$ cat src/rtl/sdram_cmd_pkg.sv
// SDRAM command codes and burst timing, imported by the sequencers, the arbiter, init and capture
`default_nettype none

package sdram_cmd_pkg;

    // bits are /CS /RAS /CAS /WE
    localparam logic [3:0] cmd_load_mode = 4'b0000;
    localparam logic [3:0] cmd_refresh   = 4'b0001;
    localparam logic [3:0] cmd_precharge = 4'b0010;
    localparam logic [3:0] cmd_active    = 4'b0011;
    localparam logic [3:0] cmd_read      = 4'b0101;
    localparam logic [3:0] cmd_nop       = 4'b0111;

    localparam int burst_len = 4;   // 16-bit beats per read
    localparam int cas_lat   = 2;

    // A12..A10 reserved, A9 burst write, A8..A7 normal op, A6..A4 CL, A3 sequential, A2..A0 BL
    localparam logic [12:0] mode_word = {3'b000, 1'b0, 2'b00, 3'(cas_lat), 1'b0,
                                         3'($clog2(burst_len))};

endpackage

`default_nettype wire

$ cat src/rtl/sdram_geom_pkg.sv
// SDRAM address geometry and the two views of the multiplexed address bus, imported where needed
`default_nettype none

package sdram_geom_pkg;

    localparam int row_w  = 13;
    localparam int col_w  = 9;
    localparam int bank_w = 2;

    // address bus as seen by a READ
    typedef struct packed {
        logic [1:0]     spare;      // A12..A11
        logic           auto_pre;   // A10, kept low, banks stay open
        logic [col_w:0] column;     // top bit zero on this part
    } sdram_col_t;

    // ACTIVE reads the bus as a row, READ as a column word
    typedef union packed {
        logic [row_w-1:0] row;
        sdram_col_t       col;
    } sdram_a_t;

endpackage

`default_nettype wire

$ cat src/rtl/sdram_read_capture.sv
// collects the four beats of each read burst from DQ into one 64-bit word for the client
`default_nettype none

module sdram_read_capture #(
    parameter int n_banks = 4
) (
    input  wire                               clk,
    input  wire                               rst,
    input  wire  [n_banks-1:0]                dok,
    input  wire  [n_banks-1:0]                rdy,
    input  wire  [15:0]                       dq,
    output logic [63:0]                       rdata,
    output logic                              rvalid,
    output logic [sdram_geom_pkg::bank_w-1:0] rbank
);
    import sdram_cmd_pkg::*;
    import sdram_geom_pkg::*;

    localparam int beat_w = 16;

    logic                            dok_d;   // lines up with the beat on dq
    logic [n_banks-1:0]              rdy_d;
    logic [(burst_len-1)*beat_w-1:0] beats;   // all but the last beat

    always_ff @(posedge clk or posedge rst) begin
        if (rst) begin
            dok_d <= 1'b0;
            rdy_d <= '0;
        end else begin
            dok_d <= |dok;
            rdy_d <= rdy;
        end
    end

    // first beat drifts down to the lowest lane
    always_ff @(posedge clk) begin
        if (dok_d) begin
            beats <= {dq, beats[(burst_len-1)*beat_w-1:beat_w]};
        end
    end

    // last beat is still on dq when rvalid is up
    assign rdata  = {dq, beats};
    assign rvalid = |rdy_d;

    always_comb begin
        rbank = '0;
        for (int b = 0; b < n_banks; b++) begin
            if (rdy_d[b]) begin
                rbank = bank_w'(b);
            end
        end
    end

endmodule

`default_nettype wire

$ cat config.mk
export PLATFORM = sky130hd
export DESIGN_NAME = sdram_read_capture
export DESIGN_NICKNAME = d
export VERILOG_FILES = /design/src/rtl/sdram_cmd_pkg.sv /design/src/rtl/sdram_geom_pkg.sv /design/src/rtl/sdram_read_capture.sv
export SDC_FILE = /design/constraint.sdc
export NUM_CORES = 1
export LEC_CHECK = 0
export BUFFER_PORTS_ARGS = -buffer_cell sky130_fd_sc_hd__buf_2
export CORE_ASPECT_RATIO = 1.4
export CORE_MARGIN = 2
export CORE_UTILIZATION = 32
export DETAILED_ROUTE_END_ITERATION = 6
export PLACE_DENSITY_LB_ADDON = 0.3
export SLEW_MARGIN = 20
export SYNTH_ARGS = -nofsm -noshare
export SYNTH_HDL_FRONTEND = slang
export SYNTH_SLANG_ARGS = --single-unit
$ cat constraint.sdc
create_clock -name clk -period 2.88 [get_ports clk]
set_input_delay 0.576 -clock clk [delete_from_list [all_inputs] [get_ports clk]]
set_output_delay 0.576 -clock clk [all_outputs]
set_load 0.02 [all_outputs]
Word-level counts from Yosys, hierarchy flattened
Cells that the tools add are included.
W data, S select, Z words.
{"block": "classes", "reduce_logical": 2, "muxes": 3}
{"cell": "$reduce_or A4 Y1", "n": 2}
{"cell": "$mux W2", "n": 2}
{"cell": "$mux W1", "n": 1}
{"block": "totals", "elab_cells": 8, "reg_bits": 53}

Depth between registers and ports, before layout
{"block": "logic_depth", "depth_word": 3, "mapped_depth": 2, "depth_no_buf": 2}

Least setup slack after synthesis
No wires, ideal clock.
{"block": "synth_path", "kind": "reg2reg", "from": "register dok_d", "to": "register beats[0], enable pin", "slack_ns": 1.213, "path_buffers": 0, "arrival_time_ns": 1.262, "stages_incl_launch_ff": 1, "period_less_slack_ns": 1.667, "t_required_ns": 2.475, "path_cell_list": "dfrtp_1"}
{"element": "from (decl)", "line_no": "sdram_read_capture.sv:21", "source": "logic dok_d;"}
{"element": "from (signal assigned)", "line_no": "sdram_read_capture.sv:30", "source": "dok_d <= |dok;"}
{"element": "to (signal assigned)", "line_no": "sdram_read_capture.sv:38", "source": "beats <= {dq, beats[(burst_len-1)*beat_w-1:beat_w]};"}
{"element": "to (decl)", "line_no": "sdram_read_capture.sv:23", "source": "logic [(burst_len-1)*beat_w-1:0] beats;"}
No word-level cell between the ends.

Worst setup path in the final report
{"block": "layout_path", "from": "register rdy_d[2]", "to": "output rvalid"}
{"block": "layout_between", "elab_chain_cells": 1}
{"element": "from (decl)", "line_no": "sdram_read_capture.sv:22", "source": "logic [n_banks-1:0] rdy_d;"}
{"element": "from (signal assigned)", "line_no": "sdram_read_capture.sv:31", "source": "rdy_d <= rdy;"}
{"element": "$reduce_or A4 Y1", "line_no": "sdram_read_capture.sv:44", "source": "assign rvalid = |rdy_d;"}
{"element": "to (decl)", "line_no": "sdram_read_capture.sv:13", "source": "output logic rvalid,"}
No other way between the ends.

==> metrics.txt <==
multiplexer area fraction after synthesis=0%; VDD IR max=0.354 mV; TritonCTS clock tree=built; post-CTS setup buffer count=0; placement-stage worst setup slack=1.26 ns; sequence of cells on the critical path=or2_1 -> or3_1 -> buf_2; detail-routed net length per standard cell=13.0 um; Clock Latency Late Sink=0.30 ns; slew at the pin with the worst max-slew slack=1.00 ns; GR Layer Usage met2=17.5%; portion of synthesized cell area occupied by the leading cell type=83.7%; FF+latch area=1570 sq um; number of diodes added for antenna fixing=0; stages on the worst setup path=3; destination of the worst register-to-register timing path=beats[43]; layer carrying the most global-route usage=met2; sequential element share of the synthesized area=91.0%; required time reported for the critical path endpoint=2.30 ns; number of max-capacitance violations reported=0; setup ws final=0.940 ns; Final Slew Violations=0; Final ANT Viol Nets=0; overall via count from detail_route=899; number of top-level design ports=93; net count of the mapped netlist=101; final global-route overflow total=0; Die Footprint=5990 sq um; yosys synthesis warning count=0; slowest cell delay on critical path=0.38 ns; critical path buffer and inverter count=1; core region area=5200 sq um; total power divided by cell area=695 nW/um^2; maximum frequency from static timing analysis=515 MHz; number of rows created at floorplan=31; setup-violating endpoint count in the final report=0; worst min-delay path class=input pin to asynchronous set/reset pin; area added between synthesis and finish=31.0%; Die Ht=90.8 um; most common cell after layout, fill and taps aside=sky130_fd_sc_hd__buf_2; number of fillers in the final layout=494; run status=complete, no violations; Buffers on Ports=92; #FFs+latches synth=53; root buf cell=sky130_fd_sc_hd__clkbuf_8; routing usage on met3=3.24%; vias in the first global route=894; hold buffer count at cts=0; utilization after layout=43.4%; per-instance average area after synthesis=23.0 sq um; Longest Clk Path Bufs=2; main combinational cell family by area after synthesis=buffers and inverters; maximum number of pins on one net before global-route repair=49; final weighted congestion in routability-driven placement=0.672; final clock skew=0.00304 ns; gate count after technology mapping=75; global-route wire length before repair=4.35 mm; standby leakage power=0.990 nW; Residual DRC=0; number of antenna violations at the first check in global routing=0; Die X-Extent=66.0 um; most area-hungry cell type in the Yosys netlist=sky130_fd_sc_hd__edfxtp_1; Final Total Pwr=1.57 mW; most frequent cells in the layout=92 x sky130_fd_sc_hd__buf_2, 48 x sky130_fd_sc_hd__edfxtp_1, 5 x sky130_fd_sc_hd__clkbuf_8; leading cell types by total area after synthesis=sky130_fd_sc_hd__edfxtp_1 84%, sky130_fd_sc_hd__dfrtp_1 7.3%, sky130_fd_sc_hd__buf_4 7.0%, sky130_fd_sc_hd__a21o_1 0.44%, sky130_fd_sc_hd__inv_1 0.44%; aggregate routed wire length=2.93 mm; GR Util All Layers=10.1%; number of gates given a new drive strength after cts=0; delay-heaviest family, CP=simple AND/OR/NAND/NOR gates; minimum clock period=1.94 ns; share of synthesized cell area in and, or, nand and nor gates=1.16%; kind of start point of the critical path=register; slowest library cell on the worst path=sky130_fd_sc_hd__dfrtp_1; Unique masters post-synth=8; layout net count=184; number of failing hold endpoints at the final stage=0; Pre-Repair DR Iteration Count=3; share of the synthesized netlist area taken by xor and xnor gates=0%; share of layout cells above drive strength 1=62.9%; Placement Cell Area=2150 sq um; via-per-instance ratio=4.00; starting utilization of the core area=33.1%; share of the cycle needed by the critical path after routing=67.4%; arrival time of data at the critical path endpoint=1.36 ns; TritonCTS buffer count=5; area used by multi-input combinational logic=27.5 sq um; Setup Total Neg Slack=0 ns; Compound-Gate Fraction of Synth Area=0.436%; clock tree sinks=53; fraction of the mapped netlist area in adder cells=0%; number of H-tree levels=2; number of cells traversed by the worst register-to-register path=0; category of the critical setup timing path=register to primary output; FF-to-FF setup slack=1.45 ns; cell area after layout=2260 sq um; drt initial violations=32; largest fanout of any net on the critical path=2; clock-pin slew on the worst setup and hold paths=0.09 ns; Rel. slew slack=33.3%; source of the worst register-to-register timing path=dok_d; element type at the critical path end=primary output; met1 Track Usage GR=9.79%; unrepaired setup endpoints after global routing=no; synthesized cell area=1720 sq um
## metal layers
layer / vias up / share of wire [%] / wire length, um
met5: - / 0 / 0
met4: 0 / 3.8 / 111
met3: 9 / 7.5 / 219
met2: 44 / 55 / 1600
met1: 419 / 34 / 999
li1: 427 / - / -
## per-stage QoR
| stage | hold slack [ns] | cells |
|---|---|---|
| after floorplan | 0.355 | 75 |
| after detailed placement | 0.430 | 217 |
| after global routing | 0.156 | 225 |
| after CTS | 0.141 | 225 |
| final | 0.147 | 225 |
| after global placement | 0.426 | 217 |
## Yosys cell counts (all sizes together)
| cell | count |
|---|---|
| edfxtp | 48 |
| buf | 16 |
| or2 | 1 |
| or4 | 1 |
| a21o | 1 |
| inv | 2 |
| or3 | 1 |
| dfrtp | 5 |
## power breakdown
group	leakage, nW	switching [mW]	internal (mW)
sequential	0.559	0.0251	0.896
combinational	0.379	0.110	0.0538
clock	0.0518	0.228	0.256
## cells by family (layout without fill, tap and decap cells)
| logic type | Yosys count | after routing |
|---|---|---|
| buffers and inverters | 18 | 102 |
| and+or+nand+nor | 3 | 3 |
| AOI/OAI and AO/OA | 1 | 1 |
| DFF | 53 | 53 |
## state kept, by name, indices dropped and copies added (netlist names)
register and cells:
beats 48, dok_d 1, rdy_d 4
## final cells by class
class	count	share of cell area, %
Sequential cell	53	69.5
Timing Repair Buffer	92	20.4
Tap cell	66	3.66
Clock buffer	5	3.05
Clock inverter	3	1.83
Multi-Input combinational cell	4	1.22
Inverter	2	0.333
## worst max path at each step
stage | startpoint | end | slack (ns)
2_1_floorplan | dok_d | beats[0] | 1.21
3_3_place_gp | rdy_d[2] | rvalid | 1.28
3_5_place_dp | rdy_d[2] | rvalid | 1.26
4_1_cts | rdy_d[2] | rvalid | 0.92
5_1_grt | rdy_d[2] | rvalid | 0.86
6_report | rdy_d[2] | rvalid | 0.94
No activity file was read; power rests on OpenSTA's default activity.
