$ cat src/rtl/sdram_cmd_pkg.sv
// SDRAM command codes and burst timing, imported by the sequencers, the arbiter, init and capture
`default_nettype none

package sdram_cmd_pkg;

    // bits are /CS /RAS /CAS /WE
    localparam logic [3:0] cmd_load_mode = 4'b0000;
    localparam logic [3:0] cmd_refresh   = 4'b0001;
    localparam logic [3:0] cmd_precharge = 4'b0010;
    localparam logic [3:0] cmd_active    = 4'b0011;
    localparam logic [3:0] cmd_read      = 4'b0101;
    localparam logic [3:0] cmd_nop       = 4'b0111;

    localparam int burst_len = 4;   // 16-bit beats per read
    localparam int cas_lat   = 2;

    // A12..A10 reserved, A9 burst write, A8..A7 normal op, A6..A4 CL, A3 sequential, A2..A0 BL
    localparam logic [12:0] mode_word = {3'b000, 1'b0, 2'b00, 3'(cas_lat), 1'b0,
                                         3'($clog2(burst_len))};

endpackage

`default_nettype wire

$ cat src/rtl/sdram_geom_pkg.sv
// SDRAM address geometry and the two views of the multiplexed address bus, imported where needed
`default_nettype none

package sdram_geom_pkg;

    localparam int row_w  = 13;
    localparam int col_w  = 9;
    localparam int bank_w = 2;

    // address bus as seen by a READ
    typedef struct packed {
        logic [1:0]     spare;      // A12..A11
        logic           auto_pre;   // A10, kept low, banks stay open
        logic [col_w:0] column;     // top bit zero on this part
    } sdram_col_t;

    // ACTIVE reads the bus as a row, READ as a column word
    typedef union packed {
        logic [row_w-1:0] row;
        sdram_col_t       col;
    } sdram_a_t;

endpackage

`default_nettype wire

$ cat src/rtl/sdram_init_seq.sv
// power-up sequence for the SDRAM, drives the pins through the arbiter until init_done rises
`default_nettype none

module sdram_init_seq #(
    parameter int init_refresh = 8
) (
    input  wire                              clk,
    input  wire                              rst,
    output logic [3:0]                       init_cmd,
    output logic [sdram_geom_pkg::row_w-1:0] init_a,
    output logic                             init_done
);
    import sdram_cmd_pkg::*;

    localparam logic [1:0] ph_pre  = 2'd0;
    localparam logic [1:0] ph_ref  = 2'd1;
    localparam logic [1:0] ph_lmr  = 2'd2;
    localparam logic [1:0] ph_wait = 2'd3;
    localparam int         cnt_w   = $clog2(init_refresh + 1);
    localparam logic [2:0] ref_gap = 3'd7;  // refreshes 8 cycles apart

    logic [1:0]       phase;
    logic [2:0]       gap;
    logic [cnt_w-1:0] ref_cnt;
    logic             ref_now;

    assign ref_now = !init_done && phase == ph_ref && gap == '0 &&
                     ref_cnt != cnt_w'(init_refresh);

    always_comb begin
        init_cmd = cmd_nop;
        init_a   = '0;
        if (!init_done) begin
            case (phase)
                ph_pre: begin
                    init_cmd   = cmd_precharge;
                    init_a[10] = 1'b1;          // all banks
                end
                ph_lmr: begin
                    init_cmd = cmd_load_mode;
                    init_a   = mode_word;
                end
                default: begin
                    if (ref_now) begin
                        init_cmd = cmd_refresh;
                    end
                end
            endcase
        end
    end

    always_ff @(posedge clk or posedge rst) begin
        if (rst) begin
            phase     <= ph_pre;
            gap       <= '0;
            ref_cnt   <= '0;
            init_done <= 1'b0;
        end else if (!init_done) begin
            case (phase)
                ph_pre: begin
                    phase <= ph_ref;
                    gap   <= ref_gap;           // also covers tRP
                end
                ph_ref: begin
                    if (gap != '0) begin
                        gap <= gap - 1'b1;
                    end else if (ref_now) begin
                        ref_cnt <= ref_cnt + 1'b1;
                        gap     <= ref_gap;
                    end else begin
                        phase <= ph_lmr;
                    end
                end
                ph_lmr: begin
                    phase <= ph_wait;
                    gap   <= 3'd2;              // three NOPs after the mode load
                end
                default: begin
                    if (gap == '0) begin
                        init_done <= 1'b1;
                    end else begin
                        gap <= gap - 1'b1;
                    end
                end
            endcase
        end
    end

endmodule

`default_nettype wire

$ cat config.mk
export PLATFORM = sky130hd
export DESIGN_NAME = sdram_init_seq
export DESIGN_NICKNAME = d
export VERILOG_FILES = /design/src/rtl/sdram_cmd_pkg.sv /design/src/rtl/sdram_geom_pkg.sv /design/src/rtl/sdram_init_seq.sv
export SDC_FILE = /design/constraint.sdc
export NUM_CORES = 1
export LEC_CHECK = 0
export BUFFER_PORTS_ARGS = -buffer_cell sky130_fd_sc_hd__buf_2
export CORE_AREA = 2 2 48 50
export CTS_BUF_LIST = sky130_fd_sc_hd__clkbuf_8
export DETAILED_ROUTE_END_ITERATION = 12
export DIE_AREA = 0 0 50 52
export PLACE_DENSITY_LB_ADDON = 0.08
export SLEW_MARGIN = 40
export SYNTH_ARGS = -nofsm -noshare
export SYNTH_HDL_FRONTEND = slang
export SYNTH_SLANG_ARGS = --single-unit
$ cat constraint.sdc
create_clock -name clk -period 2.16 [get_ports clk]
set_input_delay 0.216 -clock clk [delete_from_list [all_inputs] [get_ports clk]]
set_output_delay 0.216 -clock clk [all_outputs]
set_load 0.1 [all_outputs]
-- Word-level counts from Yosys, hierarchy flattened
Index checks and enable logic that the tools add are counted.
Widths: inputs -> output; s select.
- add/subtract/negate cells: 2
- eq/ne operators: 7
- multiplexer cells: 16
- bitwise operators: 2
- reductions and logical operators: 12
- operators with widths (operator ; count):
    $mux 3 ; 5
    $mux 11 ; 1
    $pmux 3 s3 ; 1
    $reduce_and 4->1 ; 2
    $mux 6 ; 1
    $pmux 2 s3 ; 1
    $pmux 3 s2 ; 1
    $reduce_bool 3->1 ; 2
    $add 4x1->4 const B ; 1
    $mux 1 ; 4
    $mux 2 ; 2
    $ne 2x2->1 const B ; 2
    $ne 4x2->1 const B ; 1
    $ne 4x4->1 const B ; 1
    $logic_and 1x1->1 ; 3
    $logic_not 3->1 ; 1
    $ne 3x2->1 const B ; 1
    $reduce_and 3->1 ; 1
    $reduce_or 3->1 ; 1
    $sub 3x1->3 const B ; 1
    $eq 2x1->1 const B ; 1
    $eq 2x2->1 const B ; 1
    $logic_not 2->1 ; 1
    $not 1->1 ; 2
    $logic_not 1->1 ; 1
- flip-flop bits (word level): 10
- output and inout bits: 18
- word-level logic and storage cells: 43

-- Depth between registers and ports, before layout
- word-level depth: 7
- mapped depth: 6

-- Least setup slack after synthesis
No wires, ideal clock.
- path type: register -> output
- start point: register init_done
- end point: output port init_cmd[1]
- arrival: 3.543 ns
- data required time: 1.944 ns
- slack: -1.599 ns
- cell stages (with the launch flop): 4
- buffers on the path: 0
- path through: dfrtp_1 and4bb_2 and2_1 o21ai_0
- word-level cells in the longest chain between the ends: 7
- RTL lines (element ; RTL line ; text):
    from (decl) ; sdram_init_seq.sv:11 ; output logic init_done
    from (signal assigned) ; sdram_init_seq.sv:57 ; init_done <= 1'b0;
    from (signal assigned) ; sdram_init_seq.sv:80 ; init_done <= 1'b1;
    $logic_not 1->1 ; -- ;
    $logic_and 1x1->1 (3 in a row) ; sdram_init_seq.sv:27 ; assign ref_now = !init_done && phase == ph_ref && gap == '0 &&
    $mux 3 ; sdram_init_seq.sv:44 ; if (ref_now) begin
    $pmux 3 s2 ; sdram_init_seq.sv:34 ; case (phase)
    $mux 3 * ; sdram_init_seq.sv:33 ; if (!init_done) begin
    to (decl) ; sdram_init_seq.sv:9 ; output logic [3:0] init_cmd,
Mark *: on every way between the ends. The rest lies on a longest branch, timed or not.

-- Final worst setup path
- start point: register phase[1]
- end point: output port init_cmd[1]
- word-level cells in the longest chain between the ends: 7
- RTL lines (element ; RTL line ; text):
    from (decl) ; sdram_init_seq.sv:22 ; logic [1:0] phase;
    from (signal assigned) ; sdram_init_seq.sv:54 ; phase <= ph_pre;
    from (signal assigned) ; sdram_init_seq.sv:61 ; phase <= ph_ref;
    from (signal assigned) ; sdram_init_seq.sv:71 ; phase <= ph_lmr;
    $eq 2x1->1 ; sdram_init_seq.sv:27 ;
    $logic_and 1x1->1 (3 in a row) ; sdram_init_seq.sv:27 ;
    $mux 3 ; sdram_init_seq.sv:44 ;
    $pmux 3 s2 * ; sdram_init_seq.sv:34 ;
    $mux 3 * ; sdram_init_seq.sv:33 ;
Marked as above.

==> results.json <==
{
  "grt_use_total": 0.120,
  "syn_area_per_cell_um2": 9.38,
  "postSynthCellCount": 84,
  "ys_seq_elements": 10,
  "cp_max_fo": 6,
  "synth_mux_area_frac": 0.0587,
  "vias": 539,
  "n_antenna_cell": 0,
  "htreeDepth": 1,
  "setup.worst_path.end": "init_cmd[1]",
  "start_kind": "flop",
  "synth.area.top_cells": "dfrtp_1 (32%), ha_1 (14%), buf_4 (11%)",
  "ys_seq_area_frac": 0.317,
  "synth_compound_area_frac": 0.137,
  "synth_top_family_by_area": "buffers and inverters",
  "start_util": 0.374,
  "cp-end-kind": "output port",
  "ios": 20,
  "crit_required_ps": 1940,
  "gp_congestion": 0.769,
  "cts_tree": "built",
  "use_met3": 0.0259,
  "die_h_um": 52,
  "synth_simple_gate_area_frac": 0.143,
  "drive_gt1_frac": 0.234,
  "clock_tree.root_cell": "clkbuf_8",
  "ys_warn_count": 0,
  "antenna_found_initial": 0,
  "hold_path_class": "reg -> reg",
  "io_buffers": 8,
  "status": "finished clean",
  "finalCritPeriodShare": 0.941,
  "crit_path_start": "phase[1]",
  "layout_common_cells": "conb_1 (11), inv_1 (9), ha_1 (9), dfrtp_1 (9), buf_2 (6)",
  "vias_per_cell": 4.42,
  "leakagePower_uw": 0.000470,
  "grtUsageMet1": 0.164,
  "use_met2": 0.178,
  "core_mm2": 0.00211,
  "hold_viol_final": 0,
  "setup_viol": 0,
  "grt_max_degree": 13,
  "fmax_ghz": 0.492,
  "grt_pass1_vias": 553,
  "drv_slew": 0,
  "grt_overflow": 0,
  "synth-edff-count": 0,
  "die-area_mm2": 0.00260,
  "place_ws_ps": 358,
  "wl_per_cell_um": 11.1,
  "syn_area_um2": 788,
  "reg2reg_depth": 6,
  "clockBufferDepth": 2,
  "peakVddDrop_mv": 0.292,
  "utilization": 0.429,
  "worst_slack_ps": 128,
  "nNetsFinal": 106,
  "busiest_layer": "met2",
  "clk_latency_ps": 230,
  "drt_first_pass_iters": 3,
  "r2r_slack_ps": 360,
  "synthFlopType": "dfrtp_1",
  "fin_skew_ps": 0.588,
  "die_width_um": 50,
  "r2r-start": "phase[0]",
  "numClockSinks": 10,
  "synth.top_cell.area_share": 0.317,
  "yosys.cell_types.count": 31,
  "grt_pass1_wl_mm": 2.35,
  "synth_top_cell_by_area": "dfrtp_1",
  "async_reset_ff_frac": 1.00,
  "synth_adder_area_share": 0.143,
  "routed_wl_mm": 1.35,
  "worstPathArrival_ps": 1820,
  "drv_cap": 0,
  "criticalPathCategory": "reg -> out",
  "reg2reg_to": "gap[0]",
  "drtIter0Drc": 6,
  "layout_commonest_cell": "conb_1",
  "rsz0062_at_grt": "false",
  "num_rows": 17,
  "cts.clk_slew.worst_paths_ps": 50,
  "cts_inserted_buffers": 3,
  "fin_crit_ps": 2030,
  "dp_hpwl_mm": 1.07,
  "drc": 0,
  "power_density_mw_per_mm2": 569,
  "syn2layout_area_growth_pct": 14.6,
  "synthXorXnorAreaFrac": 0.0333,
  "ant_nets": 0
}
==> cell usage after synthesis (all sizes together) (2+ instances only) <==
library cell  number
buf               13
a21o               3
a21oi              3
nor2               4
nor2b              3
o21bai             2
mux2               2
nand2              4
xnor2              3
inv                9
o21ai              4
mux2i              2
ha                 9
dfrtp             10
==> where the power goes <==
group / internal [µW] / total (µW) / switching [µW]
clock: 161 / 238 / 77.3
combinational: 1.92 / 88.8 / 86.9
sequential: 188 / 188 / 0
==> metrics by stage <==
stage	total power, µW	instance area, µm²	cells	TNS (ps)	hold WS (ps)
4_1_cts	517	901	122	0	481
5_1_grt	535	903	122	0	497
6_report	514	903	122	0	476
2_1_floorplan	292	841	94	-44.2	56.1
3_3_place_gp	278	836	117	0	231
3_5_place_dp	278	836	117	0	230
==> state kept, by name (all words and copies together) (netlist names) <==
| name | flops |
|---|---|
| init_done | 1 |
| gap | 3 |
| ref_cnt | 4 |
| phase | 2 |
==> layout make-up <==
type,count,area (µm²)
inverter,9,33.8
fill,202,1200
multi-input combinational,62,460
clock buffer,4,55.1
sequential,10,251
tap,28,35.0
timing repair buffer,9,67.6
==> what timing repair did <==
action                                  4_1_cts  5_1_grt
endpoints found under the setup margin        0        1
setup buffers                                 0        0
endpoints found under the hold margin        10        0
resized for setup                             0        1
hold buffers                                  1        0
==> cell families after synthesis <==
kind of cell | Yosys count
fa+ha+maj | 9
compound gates | 15
mux | 4
buf+inv | 22
other cells | 1
simple gates | 20
flops | 10
xor+xnor | 3
==> routing by layer <==
metal / vias to the layer above / part of all wire
met4: 0 / 0.0044
li1: 274 / -
met3: 2 / 0.022
met1: 255 / 0.51
met5: - / 0
met2: 8 / 0.47
==> worst min path at each step <==
stage / cells after the start / end / slack, ps / startpoint
after global placement: 2 / gap[1] / 230 / rst
after global routing: 1 / ref_cnt[3] / 500 / ref_cnt[3]
after CTS: 1 / ref_cnt[3] / 480 / ref_cnt[3]
after floorplan: 1 / gap[0] / 60 / rst
final: 1 / ref_cnt[3] / 480 / ref_cnt[3]
after detailed placement: 2 / gap[1] / 230 / rst
==> critical path, stage by stage, from the launching register on <==
cell and delay, ps:
dfrtp_1 380, inv_1 90, ha_1 240, and4bb_2 270, and2_1 220, o21ai_2 180, buf_12 190
No activity file was read; power rests on OpenSTA's default activity.
