File: src/rtl/sdram_cmd_pkg.sv
// SDRAM command codes and burst timing, imported by the sequencers, the arbiter, init and capture
`default_nettype none

package sdram_cmd_pkg;

    // bits are /CS /RAS /CAS /WE
    localparam logic [3:0] cmd_load_mode = 4'b0000;
    localparam logic [3:0] cmd_refresh   = 4'b0001;
    localparam logic [3:0] cmd_precharge = 4'b0010;
    localparam logic [3:0] cmd_active    = 4'b0011;
    localparam logic [3:0] cmd_read      = 4'b0101;
    localparam logic [3:0] cmd_nop       = 4'b0111;

    localparam int burst_len = 4;   // 16-bit beats per read
    localparam int cas_lat   = 2;

    // A12..A10 reserved, A9 burst write, A8..A7 normal op, A6..A4 CL, A3 sequential, A2..A0 BL
    localparam logic [12:0] mode_word = {3'b000, 1'b0, 2'b00, 3'(cas_lat), 1'b0,
                                         3'($clog2(burst_len))};

endpackage

`default_nettype wire

File: src/rtl/sdram_geom_pkg.sv
// SDRAM address geometry and the two views of the multiplexed address bus, imported where needed
`default_nettype none

package sdram_geom_pkg;

    localparam int row_w  = 13;
    localparam int col_w  = 9;
    localparam int bank_w = 2;

    // address bus as seen by a READ
    typedef struct packed {
        logic [1:0]     spare;      // A12..A11
        logic           auto_pre;   // A10, kept low, banks stay open
        logic [col_w:0] column;     // top bit zero on this part
    } sdram_col_t;

    // ACTIVE reads the bus as a row, READ as a column word
    typedef union packed {
        logic [row_w-1:0] row;
        sdram_col_t       col;
    } sdram_a_t;

endpackage

`default_nettype wire

File: src/rtl/sdram_bank_seq.sv
// one bank's read sequencer, keeps the open row and requests the command bus for PRE, ACT and READ
`default_nettype none

module sdram_bank_seq #(
    parameter int aw = 22
) (
    input  wire                       clk,
    input  wire                       rst,

    input  wire  [aw-3:0]             addr,     // row and column inside the bank
    input  wire                       rd,
    output logic                      ack,
    output logic                      dst,
    output logic                      dok,
    output logic                      rdy,

    output logic                      dbusy,
    output logic                      dqm_busy,
    output logic                      post_act, // tRRD window after our ACT
    input  wire                       all_dbusy,
    input  wire                       all_dqm,
    input  wire                       all_act,

    output logic                      br,
    input  wire                       bg,
    output sdram_geom_pkg::sdram_a_t  sdram_a,
    output logic [3:0]                cmd
);
    import sdram_cmd_pkg::*;
    import sdram_geom_pkg::*;

    // one-hot ring, a precharge walks 0..3, an ACT jumps to 4, a READ jumps to 8
    localparam int st_idle    = 0;
    localparam int st_pre_act = 3;
    localparam int st_act     = st_pre_act + 1;
    localparam int st_pre_rd  = st_act + 3;   // tRCD
    localparam int st_read    = st_pre_rd + 1;
    localparam int st_dst     = st_read + 1;
    localparam int st_rdy     = st_dst + burst_len - 1;
    localparam int stw        = st_rdy + 1;

    logic [stw-1:0]   st, next_st, rot_st;
    logic [row_w-1:0] open_row;
    logic [row_w-1:0] addr_row;
    logic [col_w-1:0] addr_col;
    logic             prechd;
    logic             waiting;
    logic             row_hit;
    logic             blocked;
    logic             do_prech, do_act, do_read;
    logic [1:0]       last_act;

    assign addr_row = row_w'(addr[aw-3:col_w]);
    assign addr_col = addr[col_w-1:0];
    assign row_hit  = !prechd && open_row == addr_row;
    assign waiting  = st[st_idle] | st[st_pre_act] | st[st_pre_rd];

    assign ack      = st[st_read];
    assign dst      = st[st_dst];
    assign dok      = |st[st_rdy:st_dst];
    assign rdy      = st[st_rdy];
    // a READ from another bank now would put its burst on top of ours
    assign dbusy    = |st[st_rdy-2:st_read];
    assign dqm_busy = |st[st_dst+1:st_read]; // read mask leads data by two
    assign post_act = |last_act;

    // only ask for the bus when the command can go out right away
    always_comb begin
        blocked  = prechd ? all_act : (row_hit & (all_dbusy | all_dqm));
        br       = rd & waiting & !blocked;
        do_prech = br & bg & !prechd & !row_hit;
        do_act   = br & bg & prechd;
        do_read  = br & bg & row_hit;
    end

    always_comb begin
        rot_st  = {st[stw-2:0], st[stw-1]};
        next_st = st;
        if (!waiting) begin
            next_st = rot_st;           // fixed delays run free
        end else if (do_act && st[st_idle]) begin
            next_st = stw'(1) << st_act;
        end else if (do_read && st[st_idle]) begin
            next_st = stw'(1) << st_read;
        end else if (do_prech || do_act || do_read) begin
            next_st = rot_st;
        end
    end

    always_comb begin
        cmd     = cmd_nop;
        sdram_a = '0;                   // A10 low, single bank precharge
        if (do_prech) begin
            cmd = cmd_precharge;
        end
        if (do_act) begin
            cmd         = cmd_active;
            sdram_a.row = addr_row;
        end
        if (do_read) begin
            cmd                = cmd_read;
            sdram_a.col.column = {1'b0, addr_col};
        end
    end

    always_ff @(posedge clk or posedge rst) begin
        if (rst) begin
            st       <= stw'(1);
            prechd   <= 1'b1;
            last_act <= '0;
        end else begin
            st       <= next_st;
            last_act <= {do_act, last_act[1]};
            if (do_act) begin
                prechd <= 1'b0;
            end
            if (do_prech) begin
                prechd <= 1'b1;
            end
        end
    end

    always_ff @(posedge clk) begin
        if (do_act) begin
            open_row <= addr_row;
        end
    end

endmodule

`default_nettype wire

File: config.mk
export PLATFORM = sky130hd
export DESIGN_NAME = sdram_bank_seq
export DESIGN_NICKNAME = d
export VERILOG_FILES = /design/src/rtl/sdram_cmd_pkg.sv /design/src/rtl/sdram_geom_pkg.sv /design/src/rtl/sdram_bank_seq.sv
export SDC_FILE = /design/constraint.sdc
export NUM_CORES = 1
export LEC_CHECK = 0
export ABC_AREA = 1
export BUFFER_PORTS_ARGS = -buffer_cell sky130_fd_sc_hd__buf_4
export CORE_AREA = 2 2 69 55
export CTS_CLUSTER_SIZE = 30
export DETAILED_ROUTE_END_ITERATION = 6
export DIE_AREA = 0 0 71 57
export GPL_TIMING_DRIVEN = 0
export PLACE_DENSITY_LB_ADDON = 0.08
export SLEW_MARGIN = 30
export SYNTH_ARGS = -nofsm -noshare
export SYNTH_HDL_FRONTEND = slang
export SYNTH_SLANG_ARGS = --single-unit
File: constraint.sdc
create_clock -name clk -period 2.5 [get_ports clk]
set_input_delay 0.5 -clock clk [delete_from_list [all_inputs] [get_ports clk]]
set_output_delay 0.5 -clock clk [all_outputs]
set_load 0.01 [all_outputs]
# Word-level counts from Yosys, hierarchy flattened
# Index checks and enable logic that the tools add are counted.
# Widths: inputs -> output; s select.
dict set report classes {
  eq_ne 2
  mux 12
  reduce_logical 12
  bitwise_logic 11
}
# operator count
set ops {}
lappend ops {{$mux 13} 4}
lappend ops {{$eq 11x11->1} 1}
lappend ops {{$mux 11} 1}
lappend ops {{$mux 10} 1}
lappend ops {{$and 1x1->1} 8}
lappend ops {{$mux 4} 2}
lappend ops {{$ne 4x1->1 const B} 1}
lappend ops {{$reduce_or 4->1} 1}
lappend ops {{$logic_and 1x1->1} 3}
lappend ops {{$logic_not 1->1} 3}
lappend ops {{$mux 1} 3}
lappend ops {{$mux 3} 1}
lappend ops {{$or 1x1->1} 3}
lappend ops {{$reduce_or 3->1} 1}
lappend ops {{$logic_or 1x1->1} 2}
lappend ops {{$reduce_bool 2->1} 1}
lappend ops {{$reduce_or 2->1} 1}
dict set report word_totals {
  word_cells 41
  out_inout_bits 25
  input_bits 27
  regBits 27
}

# Depth between registers and ports, before layout
# Gate-level depths: netlist of the first run.
dict set report depth {
  depth_word 15
  mapped_depth 14
}

# Worst setup path before layout of the first run
# No wires, ideal clock.
dict set report synth_timing {
  kind {input to output}
  startpoint {input port addr[14]}
  endpoint {output port sdram_a[1] (netlist bit)}
  required_ns 2.000
  path_slack_ns 0.273
  n_path_buf 1
  t_arrival_ns 1.727
  stages 11
  path_cell_list {inv_1 o21ai_1 nor2_1 nand2_1 nor2_1 nand3_2 nand3_4 nor2_4 inv_1 buf_2 o21ai_1}
}
# item line
set synth_lines {}
lappend synth_lines {{start: declaration} sdram_bank_seq.sv:10} ;# input wire [aw-3:0] addr,
lappend synth_lines {{end: declaration} sdram_bank_seq.sv:26} ;# output sdram_geom_pkg::sdram_a_t sdram_a,

==> qor.yml, run 1 <==
syn_inst: 227
slew_headroom_pct: 59.5
crit_type: "reg -> out"
endpoint_kind: "primary output"
p_per_area_mw_per_mm2: 752
ys_types: 29
cts_tree: "done"
yosys_warnings: 0
cp.required_ns: 2.00
synth_area_leader_cell: "dfrtp_1"
clk_pin_slew_ns: 0.09
dieHeight_um: 57
cts_buffers: 3
vias_per_cell: 4.67
design_area_mm2: 0.00225
drt-total-wl_um: 4010
rsz0062_at_grt: "yes"
cpMaxStageDelayCell: "edfxtp_1"
yosysSeqAreaShare_pct: 45.1
cts_max_level: 1
cts.hold.buffers_added: 0
grt_pass1_vias: 1293
nets: 318
num_vias: 1551
ir_drop_uv: 642
wl_per_cell_um: 12.1
antenna_found_initial: 0
synth.top_cell.area_share_pct: 21.6
cp_cell_sequence: "nand2_1 -> nand2_1 -> nor2_1 -> nand2_1 -> nor2_2 -> nand3_2 -> nand3_4 -> inv_2 -> buf_8 -> nand3_1 -> o21ai_1 -> buf_4"
area_growth_pct: 38.4
initial_core_util_pct: 47.2
synth_commonest_cells: "nand2_1, inv_1, nor2_1"
drive_gt1_share_pct: 35.2
port_buffers: 48
gr-usage-all-layers_pct: 19.1
finalSetupViolCount: 0
synth_edf_count: 11
slew_violations: 0
ys.flop_type: "dfrtp_1"
num_rows: 19
place.gp.congestion: 0.765
die_area_mm2: 0.00405
skew_ns: 0.00247
dp_hpwl_um: 2760
antenna_cells: 0
dp_cells: 319
crit_buf_inv: 3
leakage_nw: 1.19
grt_remaining_overflow: 0
async_flop_share_pct: 59.3
final_cells: 332
power.total_mw: 1.69
critPathMaxFanout: 10
numClockSinks: 27
placed_area_mm2: 0.00205
status: "complete, no violations"
clockBufferDepth: 2
first_pass_iters: 4
netlist_area_mm2: 0.00163
boundaryPins: 52
cts_root_buf: "clkbuf_8"
cp-start-kind: "register"
yosysMostFrequentCell: "nand2_1"
die_w_um: 71
cp_data_arrival_time_ns: 1.91
tightestPinTransition_ns: 0.607
min_period_over_period_pct: 96.5
ant_nets: 0
fin_crit_ns: 2.41
synth-seq-cells: 27
drcViolationCount: 0
clk_latency_ns: 0.27
hold_class: "in -> async"
path_delay_family: "simple AND/OR/NAND/NOR gates"
grt_max_degree: 17
drt_first_iter_violations: 78
synth_area_leaders: "dfrtp_1, edfxtp_1, nand2_1, inv_1, nor2_1"
max_freq_mhz: 415
drv_cap: 0
path_common_cell: "nand2_1"
cpPeakStageDelay_ns: 0.41
core_area_mm2: 0.00345
syn-mean-instance-area_um2: 7.16
grt_pass1_wl_um: 6110
hold_viol_final: 0
## flip-flops by register name, summed over array words and instances (netlist names)
name / cells
st: 13
open_row: 11
last_act: 2
prechd: 1
## routing by layer
layer | GRT usage, % | up-vias | routed length, µm
li1 | - | 810 | -
met1 | 30.9 | 686 | 2130
met2 | 26.2 | 51 | 1590
met3 | 4.06 | 4 | 241
met4 | 4.04 | 0 | 48
met5 | 0 | - | 0
## logic make-up after synthesis
family | Yosys count | synth area share (%)
and+or+nand+nor | 127 | 33.3
buffers and inverters | 51 | 13.6
DFF | 27 | 45.1
AOI/OAI and AO/OA | 19 | 6.70
xor gates and xnor gates | 2 | 1.08
other | 1 | 0.231
## stage by stage
stage / util (%) / setup WS (ns) / setup TNS (ns) / hold WS (ns)
after floorplan: - / 0.273 / 0 / 0.347
after global placement: 59.3 / -0.159 / -1.50 / 0.358
after detailed placement: 59.3 / -0.192 / -1.53 / 0.360
after CTS: 61.6 / 0.0207 / 0 / 0.303
after global routing: 65.3 / -0.0402 / -0.145 / 0.336
final: 65.3 / 0.0883 / 0 / 0.293
## cell type report
cell class                 instances  area, µm²
buffer                             9       86.3
clock buffer                       3       41.3
clock inverter                     1       7.51
fill                             294       1200
inverter                          42        158
multi-input combinational        151        739
sequential                        27        733
tap                               42       52.6
timing repair buffer              57        432
## report_power, final
part	total, mW	leakage (nW)	switching, mW	internal, mW
clock network	0.254	0.0217	0.140	0.113
logic	0.799	0.856	0.441	0.358
registers	0.639	0.313	0.0656	0.573
total	1.69	1.19	0.647	1.04
## cell usage in the layout (no fill, tap or decap), types with 2 or more instances in the layout
master    instances
nand2_1          77
buf_4            61
inv_1            34
nor2_1           24
dfrtp_1          14
edfxtp_1         11
inv_2             8
nand3_1           8
o21ai_1           7
nand3_2           6
o21ai_2           5
buf_6             4
conb_1            3
clkbuf_8          3
nand2_2           2
o21ai_0           2
nor2_2            2
nor2_4            2
o21bai_1          2
dfstp_2           2
## repair_timing
action / 4_1_cts / 5_1_grt
buffers inserted: 2 / 6
cloned: 0 / 1
endpoints found under the setup margin: 11 / 13
resized for setup: 5 / 25
pin swaps: 1 / 4
## worst paths after layout
path | from | to | slack (ns) | cells past startpoint
max | open_row[3]$_DFFE_PN_ | sdram_a[0] | 0.09 | 12
min | rst | st[9]$_DFFE_PP0P_ | 0.29 | 2
max reg2reg | open_row[3]$_DFFE_PN_ | st[4]$_DFFE_PP0P_ | 0.64 | 14
min reg2reg | last_act[1]$_DFF_PP0_ | last_act[0]$_DFF_PP0_ | 0.38 | 0
max in group asynchronous | rst | st[12]$_DFFE_PP0P_ | 1.82 | 2
min in group clk | last_act[1]$_DFF_PP0_ | last_act[0]$_DFF_PP0_ | 0.38 | 0
Power figures use the tool's default switching activity.
==> inputs of run 2 (changes only) <==
--- a/config.mk
+++ b/config.mk
@@ -5,12 +5,11 @@
 export SDC_FILE = /design/constraint.sdc
 export NUM_CORES = 1
 export LEC_CHECK = 0
-export ABC_AREA = 1
 export BUFFER_PORTS_ARGS = -buffer_cell sky130_fd_sc_hd__buf_4
-export CORE_AREA = 2 2 69 55
+export CORE_AREA = 2 2 66 53
 export CTS_CLUSTER_SIZE = 30
 export DETAILED_ROUTE_END_ITERATION = 6
-export DIE_AREA = 0 0 71 57
+export DIE_AREA = 0 0 68 55
 export GPL_TIMING_DRIVEN = 0
 export PLACE_DENSITY_LB_ADDON = 0.08
 export SLEW_MARGIN = 30
==> qor.yml, run 2 <==
status: "finished with violations"  # was complete, no violations
violations: "setup timing"
rsz0062_at_grt: "yes"  # unchanged
tightestPinTransition_ns: 0.618  # was 0.607 ns
drt_first_iter_violations: 50  # was 78
drive_gt1_share_pct: 51.3  # was 35.2%
clk_pin_slew_ns: 0.10  # was 0.09 ns
slew_violations: 0  # unchanged
antenna_found_initial: 0  # unchanged
grt_pass1_wl_um: 4900  # was 6110 µm
nets: 215  # was 318
gr-usage-all-layers_pct: 18.1  # was 19.1%
netlist_area_mm2: 0.00142  # was 0.00163 mm²
skew_ns: 0.00947  # was 0.00247 ns
cts_tree: "done"  # unchanged
crit_type: "reg -> out"  # unchanged
final_cells: 227  # was 332
async_flop_share_pct: 59.3  # unchanged
fin_crit_ns: 2.67  # was 2.41 ns
max_freq_mhz: 374  # was 415 MHz
worstReg2RegStart: "st[0]$_DFFE_PP1P_"  # was open_row[3]$_DFFE_PN_
regMostFlops: "st"  # unchanged
die_w_um: 68  # was 71 µm
cts_root_buf: "clkbuf_8"  # unchanged
setup_slack_ns: -0.172  # was 0.0883 ns
nFillCells: 240  # was 294
dp_cells: 214  # was 319
slew_headroom_pct: 58.8  # was 59.5%
antenna_cells: 0  # unchanged
cpMaxStageDelayCell: "a2111o_1"  # was edfxtp_1
ys_types: 38  # was 29
clk_latency_ns: 0.28  # was 0.27 ns
cpPeakStageDelay_ns: 0.41  # about the same
synth-seq-cells: 27  # unchanged
ir_drop_uv: 483  # was 642 µV
first_pass_iters: 4  # unchanged
reg.largest.list: "st: 13 flops, open_row: 11 flops, last_act: 2 flops"  # unchanged
setup-tns-final_ns: -1.59  # was 0 ns
boundaryPins: 52  # unchanged
hold_class: "in -> async"  # unchanged
syn_inst: 124  # was 227
cts_max_level: 1  # unchanged
ys.flop_type: "dfrtp_1"  # unchanged
port_buffers: 48  # unchanged
startpoint: "open_row[5]$_DFFE_PN_"  # was open_row[3]$_DFFE_PN_
ant_nets: 0  # unchanged
final_cell_mix: "buf_4, buf_6, dfrtp_1"  # was nand2_1, buf_4, inv_1
core_area_mm2: 0.00311  # was 0.00345 mm²
num_vias: 1174  # was 1,551
area_growth_pct: 50.0  # was 38.4%
clockBufferDepth: 2  # unchanged
cp-start-kind: "register"  # unchanged
layout.cells.most_common: "buf_4"  # was nand2_1
wl_per_cell_um: 14.4  # was 12.1 µm
yosysMostFrequentCell: "dfrtp_1"  # was nand2_1
synth.top_cell.area_share_pct: 24.7  # was 21.6%
critPathMaxFanout: 5  # was 10
numClockSinks: 27  # unchanged
leakage_nw: 0.968  # was 1.19 nW
power.total_mw: 1.62  # was 1.69 mW
synth_edf_count: 11  # unchanged
drv_cap: 0  # unchanged
die_area_mm2: 0.00374  # was 0.00405 mm²
p_per_area_mw_per_mm2: 758  # was 752 mW/mm²
synth_commonest_cells: "dfrtp_1, edfxtp_1, a22o_2, inv_1, o21ai_0"  # was nand2_1, inv_1, nor2_1
drt-total-wl_um: 3270  # was 4010 µm
syn-mean-instance-area_um2: 11.5  # was 7.16 µm²
synth_area_leader_cell: "dfrtp_1"  # unchanged
yosysSeqAreaShare_pct: 51.6  # was 45.1%
dieHeight_um: 55  # was 57 µm
synth_area_leaders: "dfrtp_1, edfxtp_1, a22o_2, xnor2_1, o2bb2ai_1"  # was dfrtp_1, edfxtp_1, nand2_1, inv_1, nor2_1
grt_pass1_vias: 1053  # was 1,293
finalSetupViolCount: 10  # was 0
place.gp.congestion: 0.878  # was 0.765
drcViolationCount: 0  # unchanged
endpoint_kind: "primary output"  # unchanged
grt_max_degree: 22  # was 17
yosys_warnings: 0  # unchanged
vias_per_cell: 5.17  # was 4.67
num_rows: 18  # was 19
initial_core_util_pct: 45.7  # was 47.2%
cp_data_arrival_time_ns: 2.17  # was 1.91 ns
cts.hold.buffers_added: 0  # unchanged
grt_remaining_overflow: 0  # unchanged
path_common_cell: "buf_6"  # was nand2_1
cts_buffers: 3  # unchanged
largest_reg_flops: 13  # unchanged
cp_cell_sequence: "nor2b_4 -> a2111o_1 -> nor4_4 -> nor4b_4 -> buf_6 -> a22o_4 -> buf_6"  # was nand2_1 -> nand2_1 -> nor2_1 -> nand2_1 -> nor2_2 -> nand3_2 -> nand3_4 -> inv_2 -> buf_8 -> nand3_1 -> o21ai_1 -> buf_4
hold_viol_final: 0  # unchanged
cp.required_ns: 2.00  # about the same
final_util_pct: 68.6  # was 65.3%
dp_hpwl_um: 2250  # was 2760 µm
min_period_over_period_pct: 107  # was 96.5%
-- run 2: cell count changes after synthesis, sizes merged, moves of 5 or more --
cell / delta
nand2: -73
inv: -33
nor2: -25
nand3: -14
a22o: +10
o2bb2ai: +8
xnor2: +7
o21ai: -5
-- run 2: worst max-delay path: cells and delay by family, from the launching register on --
kind	cells	cell delay, ns
flip-flops	1	0.40
AND/OR/NAND/NOR	3	0.67
buffers and inverters	2	0.28
AO/OA/AOI/OAI	2	0.54
-- run 2: report_power, final --
group          internal [mW]  switching [mW]  total [mW]
clock network          0.112           0.137       0.249
logic                  0.342           0.339       0.681
registers              0.581           0.104       0.685
-- run 2: cells by family after synthesis --
| logic type | count (synthesis) | share of synthesized area [%] |
|---|---|---|
| other | 1 | 0.264 |
| xor gates and xnor gates | 8 | 4.93 |
| AOI/OAI and AO/OA | 39 | 22.4 |
| buffers and inverters | 18 | 6.52 |
| and+or+nand+nor | 31 | 14.3 |
| DFF | 27 | 51.6 |
-- run 2: what timing repair did --
item / in CTS / in global routing
endpoints found under the setup margin: 11 / 14
pin swaps: 13 / 6
cloned: 1 / 0
setup buffers: 6 / 5
gates resized for setup: 32 / 6
-- run 2: final cells by class --
class / count / area, µm² / share of cell area [%]
clock buffer: 3 / 41.3 / 1.94
timing repair buffer: 59 / 495 / 23.3
tap: 40 / 50.0 / 2.35
inverter: 9 / 33.8 / 1.59
clock inverter: 1 / 5.00 / 0.235
buffer: 7 / 60.1 / 2.82
multi-input combinational: 81 / 712 / 33.4
sequential: 27 / 733 / 34.4
-- run 2: final timing paths --
kind                                         end  slack (ns)  cells after the start
setup / recovery                      sdram_a[0]       -0.17                      7
hold / removal                 st[9]$_DFFE_PP0P_        0.29                      2
setup reg to reg               st[3]$_DFFE_PP0P_        0.24                      8
hold reg to reg            last_act[0]$_DFF_PP0_        0.39                      0
max in group asynchronous      st[1]$_DFFE_PP0P_        1.80                      2
min in group clk           last_act[0]$_DFF_PP0_        0.39                      0
-- run 2: metrics by stage --
stage               instance area [µm²]  setup WS [ns]  hold WS (ns)
detailed placement                 1840         -0.430         0.364
finish                             2130         -0.172         0.291
global route                       2130         -0.297         0.341
global placement                   1840         -0.406         0.356
floorplan                          1430        0.00505         0.347
CTS                                2070         -0.309         0.314
-- run 2: routing by layer --
| metal | global-route usage [%] | share of wire, % | up-vias |
|---|---|---|---|
| met3 | 5.06 | 6.1 | 4 |
| li1 | - | - | 578 |
| met1 | 26.0 | 47 | 550 |
| met4 | 2.67 | 1.0 | 0 |
| met5 | 0 | 0 | - |
| met2 | 27.8 | 46 | 42 |
==> inputs of run 3 (changes only) <==
--- a/config.mk
+++ b/config.mk
@@ -6,12 +6,14 @@
 export NUM_CORES = 1
 export LEC_CHECK = 0
 export BUFFER_PORTS_ARGS = -buffer_cell sky130_fd_sc_hd__buf_4
-export CORE_AREA = 2 2 66 53
+export CORE_AREA = 2 2 55 63
 export CTS_CLUSTER_SIZE = 30
 export DETAILED_ROUTE_END_ITERATION = 6
-export DIE_AREA = 0 0 68 55
+export DIE_AREA = 0 0 57 65
 export GPL_TIMING_DRIVEN = 0
 export PLACE_DENSITY_LB_ADDON = 0.08
+export RECOVER_POWER = 50
+export REMOVE_ABC_BUFFERS = 1
 export SLEW_MARGIN = 30
 export SYNTH_ARGS = -nofsm -noshare
 export SYNTH_HDL_FRONTEND = slang
==> qor.yml, run 3 (synthesized netlist as in run 2, its figures left out) <==
ir_drop_uv: 561  # was 483 µV
cts_max_level: 1  # unchanged
grt_pass1_wl_um: 5610  # was 4900 µm
ant_nets: 0  # unchanged
place.gp.congestion: 0.768  # was 0.878
status: "finished with violations"  # unchanged
cp_data_arrival_time_ns: 2.11  # was 2.17 ns
cp.required_ns: 2.00  # about the same
final_cells: 218  # was 227
die_area_mm2: 0.00371  # was 0.00374 mm²
p_per_area_mw_per_mm2: 759  # was 758 mW/mm²
hold_class: "in -> async"  # unchanged
fin_crit_ns: 2.61  # was 2.67 ns
path_common_cell: "buf_6"  # unchanged
cts_buffers: 3  # unchanged
num_vias: 1173  # was 1,174
reg.largest.list: "st: 13 flops, open_row: 11 flops, last_act: 2 flops"  # unchanged
endpoint_kind: "primary output"  # unchanged
regMostFlops: "st"  # unchanged
nets: 210  # was 215
power_frac_comb_pct: 44.5  # was 42.2%
grt_remaining_overflow: 0  # unchanged
drcViolationCount: 0  # unchanged
seq_power_share_pct: 42.9  # was 42.4%
antenna_found_initial: 0  # unchanged
core_area_mm2: 0.00314  # was 0.00311 mm²
skew_ns: 0.00711  # was 0.00947 ns
cp_cell_sequence: "nor2b_1 -> a2111o_1 -> nor4_4 -> nor4b_4 -> buf_6 -> a22o_4 -> buf_6"  # was nor2b_4 -> a2111o_1 -> nor4_4 -> nor4b_4 -> buf_6 -> a22o_4 -> buf_6
grt_max_degree: 18  # was 22
final_util_pct: 64.1  # was 68.6%
setup-tns-final_ns: -0.934  # was -1.59 ns
drive_gt1_share_pct: 42.3  # was 51.3%
cts_root_buf: "clkbuf_4"  # was clkbuf_8
gr-usage-all-layers_pct: 19.7  # was 18.1%
cp-start-kind: "register"  # unchanged
drv_cap: 0  # unchanged
hold_ws_ns: 0.220  # was 0.291 ns
max_freq_mhz: 383  # was 374 MHz
critPathMaxFanout: 5  # unchanged
hold_viol_final: 0  # unchanged
cts_tree: "done"  # unchanged
post-place-ws_ns: -0.741  # was -0.430 ns
placed_area_mm2: 0.00177  # was 0.00184 mm²
dp_hpwl_um: 2330  # was 2250 µm
drt-total-wl_um: 3580  # was 3270 µm
antenna_cells: 0  # unchanged
final_cell_mix: "buf_4, dfrtp_1, buf_6"  # was buf_4, buf_6, dfrtp_1
first_pass_iters: 7  # was 4
min_period_over_period_pct: 104  # was 107%
wl_per_cell_um: 16.4  # was 14.4 µm
layout.cells.most_common: "buf_4"  # unchanged
setup_slack_ns: -0.112  # was -0.172 ns
design_area_mm2: 0.00201  # was 0.00213 mm²
clk_pin_slew_ns: 0.15  # was 0.10 ns
largest_reg_flops: 13  # unchanged
vias_per_cell: 5.38  # was 5.17
slew_headroom_pct: 42.3  # was 58.8%
drt_first_iter_violations: 53  # was 50
port_buffers: 48  # unchanged
num_rows: 22  # was 18
numClockSinks: 27  # unchanged
p_int_mw: 0.950  # was 1.03 mW
area_growth_pct: 41.7  # was 50.0%
finalSetupViolCount: 10  # unchanged
cts.hold.buffers_added: 0  # unchanged
tightestPinTransition_ns: 0.859  # was 0.618 ns
boundaryPins: 52  # unchanged
dieHeight_um: 65  # was 55 µm
leakage_nw: 0.874  # was 0.968 nW
crit_type: "reg -> out"  # unchanged
clkPwrFrac_pct: 12.6  # was 15.4%
power_switching_mw: 0.578  # was 0.580 mW
violations: "setup timing"  # unchanged
cpMaxStageDelayCell: "edfxtp_1"  # was a2111o_1
swShare_pct: 37.8  # was 35.9%
die_w_um: 57  # was 68 µm
rsz0062_at_grt: "yes"  # unchanged
clk_latency_ns: 0.33  # was 0.28 ns
grt_pass1_vias: 1154  # was 1,053
initial_core_util_pct: 45.3  # was 45.7%
dp_cells: 201  # was 214
cpPeakStageDelay_ns: 0.42  # was 0.41 ns
power.total_mw: 1.53  # was 1.62 mW
slew_violations: 0  # unchanged
clockBufferDepth: 2  # unchanged
## run 3: worst paths after layout
check | startpoint | endpoint | slack (ns) | depth (start not counted)
hold reg to reg | last_act[1]$_DFF_PP0_ | last_act[0]$_DFF_PP0_ | 0.40 | 0
max in group asynchronous | rst | st[4]$_DFFE_PP0P_ | 1.88 | 2
hold / removal | rst | last_act[1]$_DFF_PP0_ | 0.22 | 2
setup / recovery | open_row[0]$_DFFE_PN_ | sdram_a[6] | -0.11 | 7
min in group clk | addr[13] | open_row[4]$_DFFE_PN_ | 0.37 | 1
setup reg to reg | open_row[0]$_DFFE_PN_ | st[0]$_DFFE_PP1P_ | 0.27 | 9
## run 3: worst max-delay path: cells and delay by family (launching register included)
family | cells | cell delay [ns]
buffers and inverters | 2 | 0.28
flip-flops | 1 | 0.42
AND/OR/NAND/NOR | 3 | 0.62
AO/OA/AOI/OAI | 2 | 0.47
## run 3: final cells by class
class                   instances  area, µm²
clock buffers                   3       22.5
inverters                       9       33.8
clock inverters                 1       5.00
fillers                       269       1130
flip-flops and latches         27        733
multi-input cells              82        714
well taps                      36       45.0
repair buffers                 60        458
## run 3: what timing repair did
item                                    4_1_cts  5_1_grt
buffers inserted                              8        4
cloned                                        1        0
pin swaps                                    13        6
endpoints found under the hold margin         0        0
endpoints found under the setup margin       23       15
gates resized for setup                      31        3
## run 3: power by group through the flow
stage | clock [mW] | sequential (mW) | combinational (mW)
after floorplan | 0 | 0.667 | 0.336
after global routing | 0.211 | 0.667 | 0.747
after CTS | 0.198 | 0.666 | 0.657
final | 0.192 | 0.655 | 0.680
after detailed placement | 0 | 0.690 | 0.572
after global placement | 0 | 0.687 | 0.554
## run 3: routing by layer
layer | global-route usage [%] | part of all wire [%]
met5 | 0 | 0
met4 | 6.98 | 1.7
met3 | 2.79 | 4.5
met2 | 33.0 | 51
met1 | 25.7 | 43
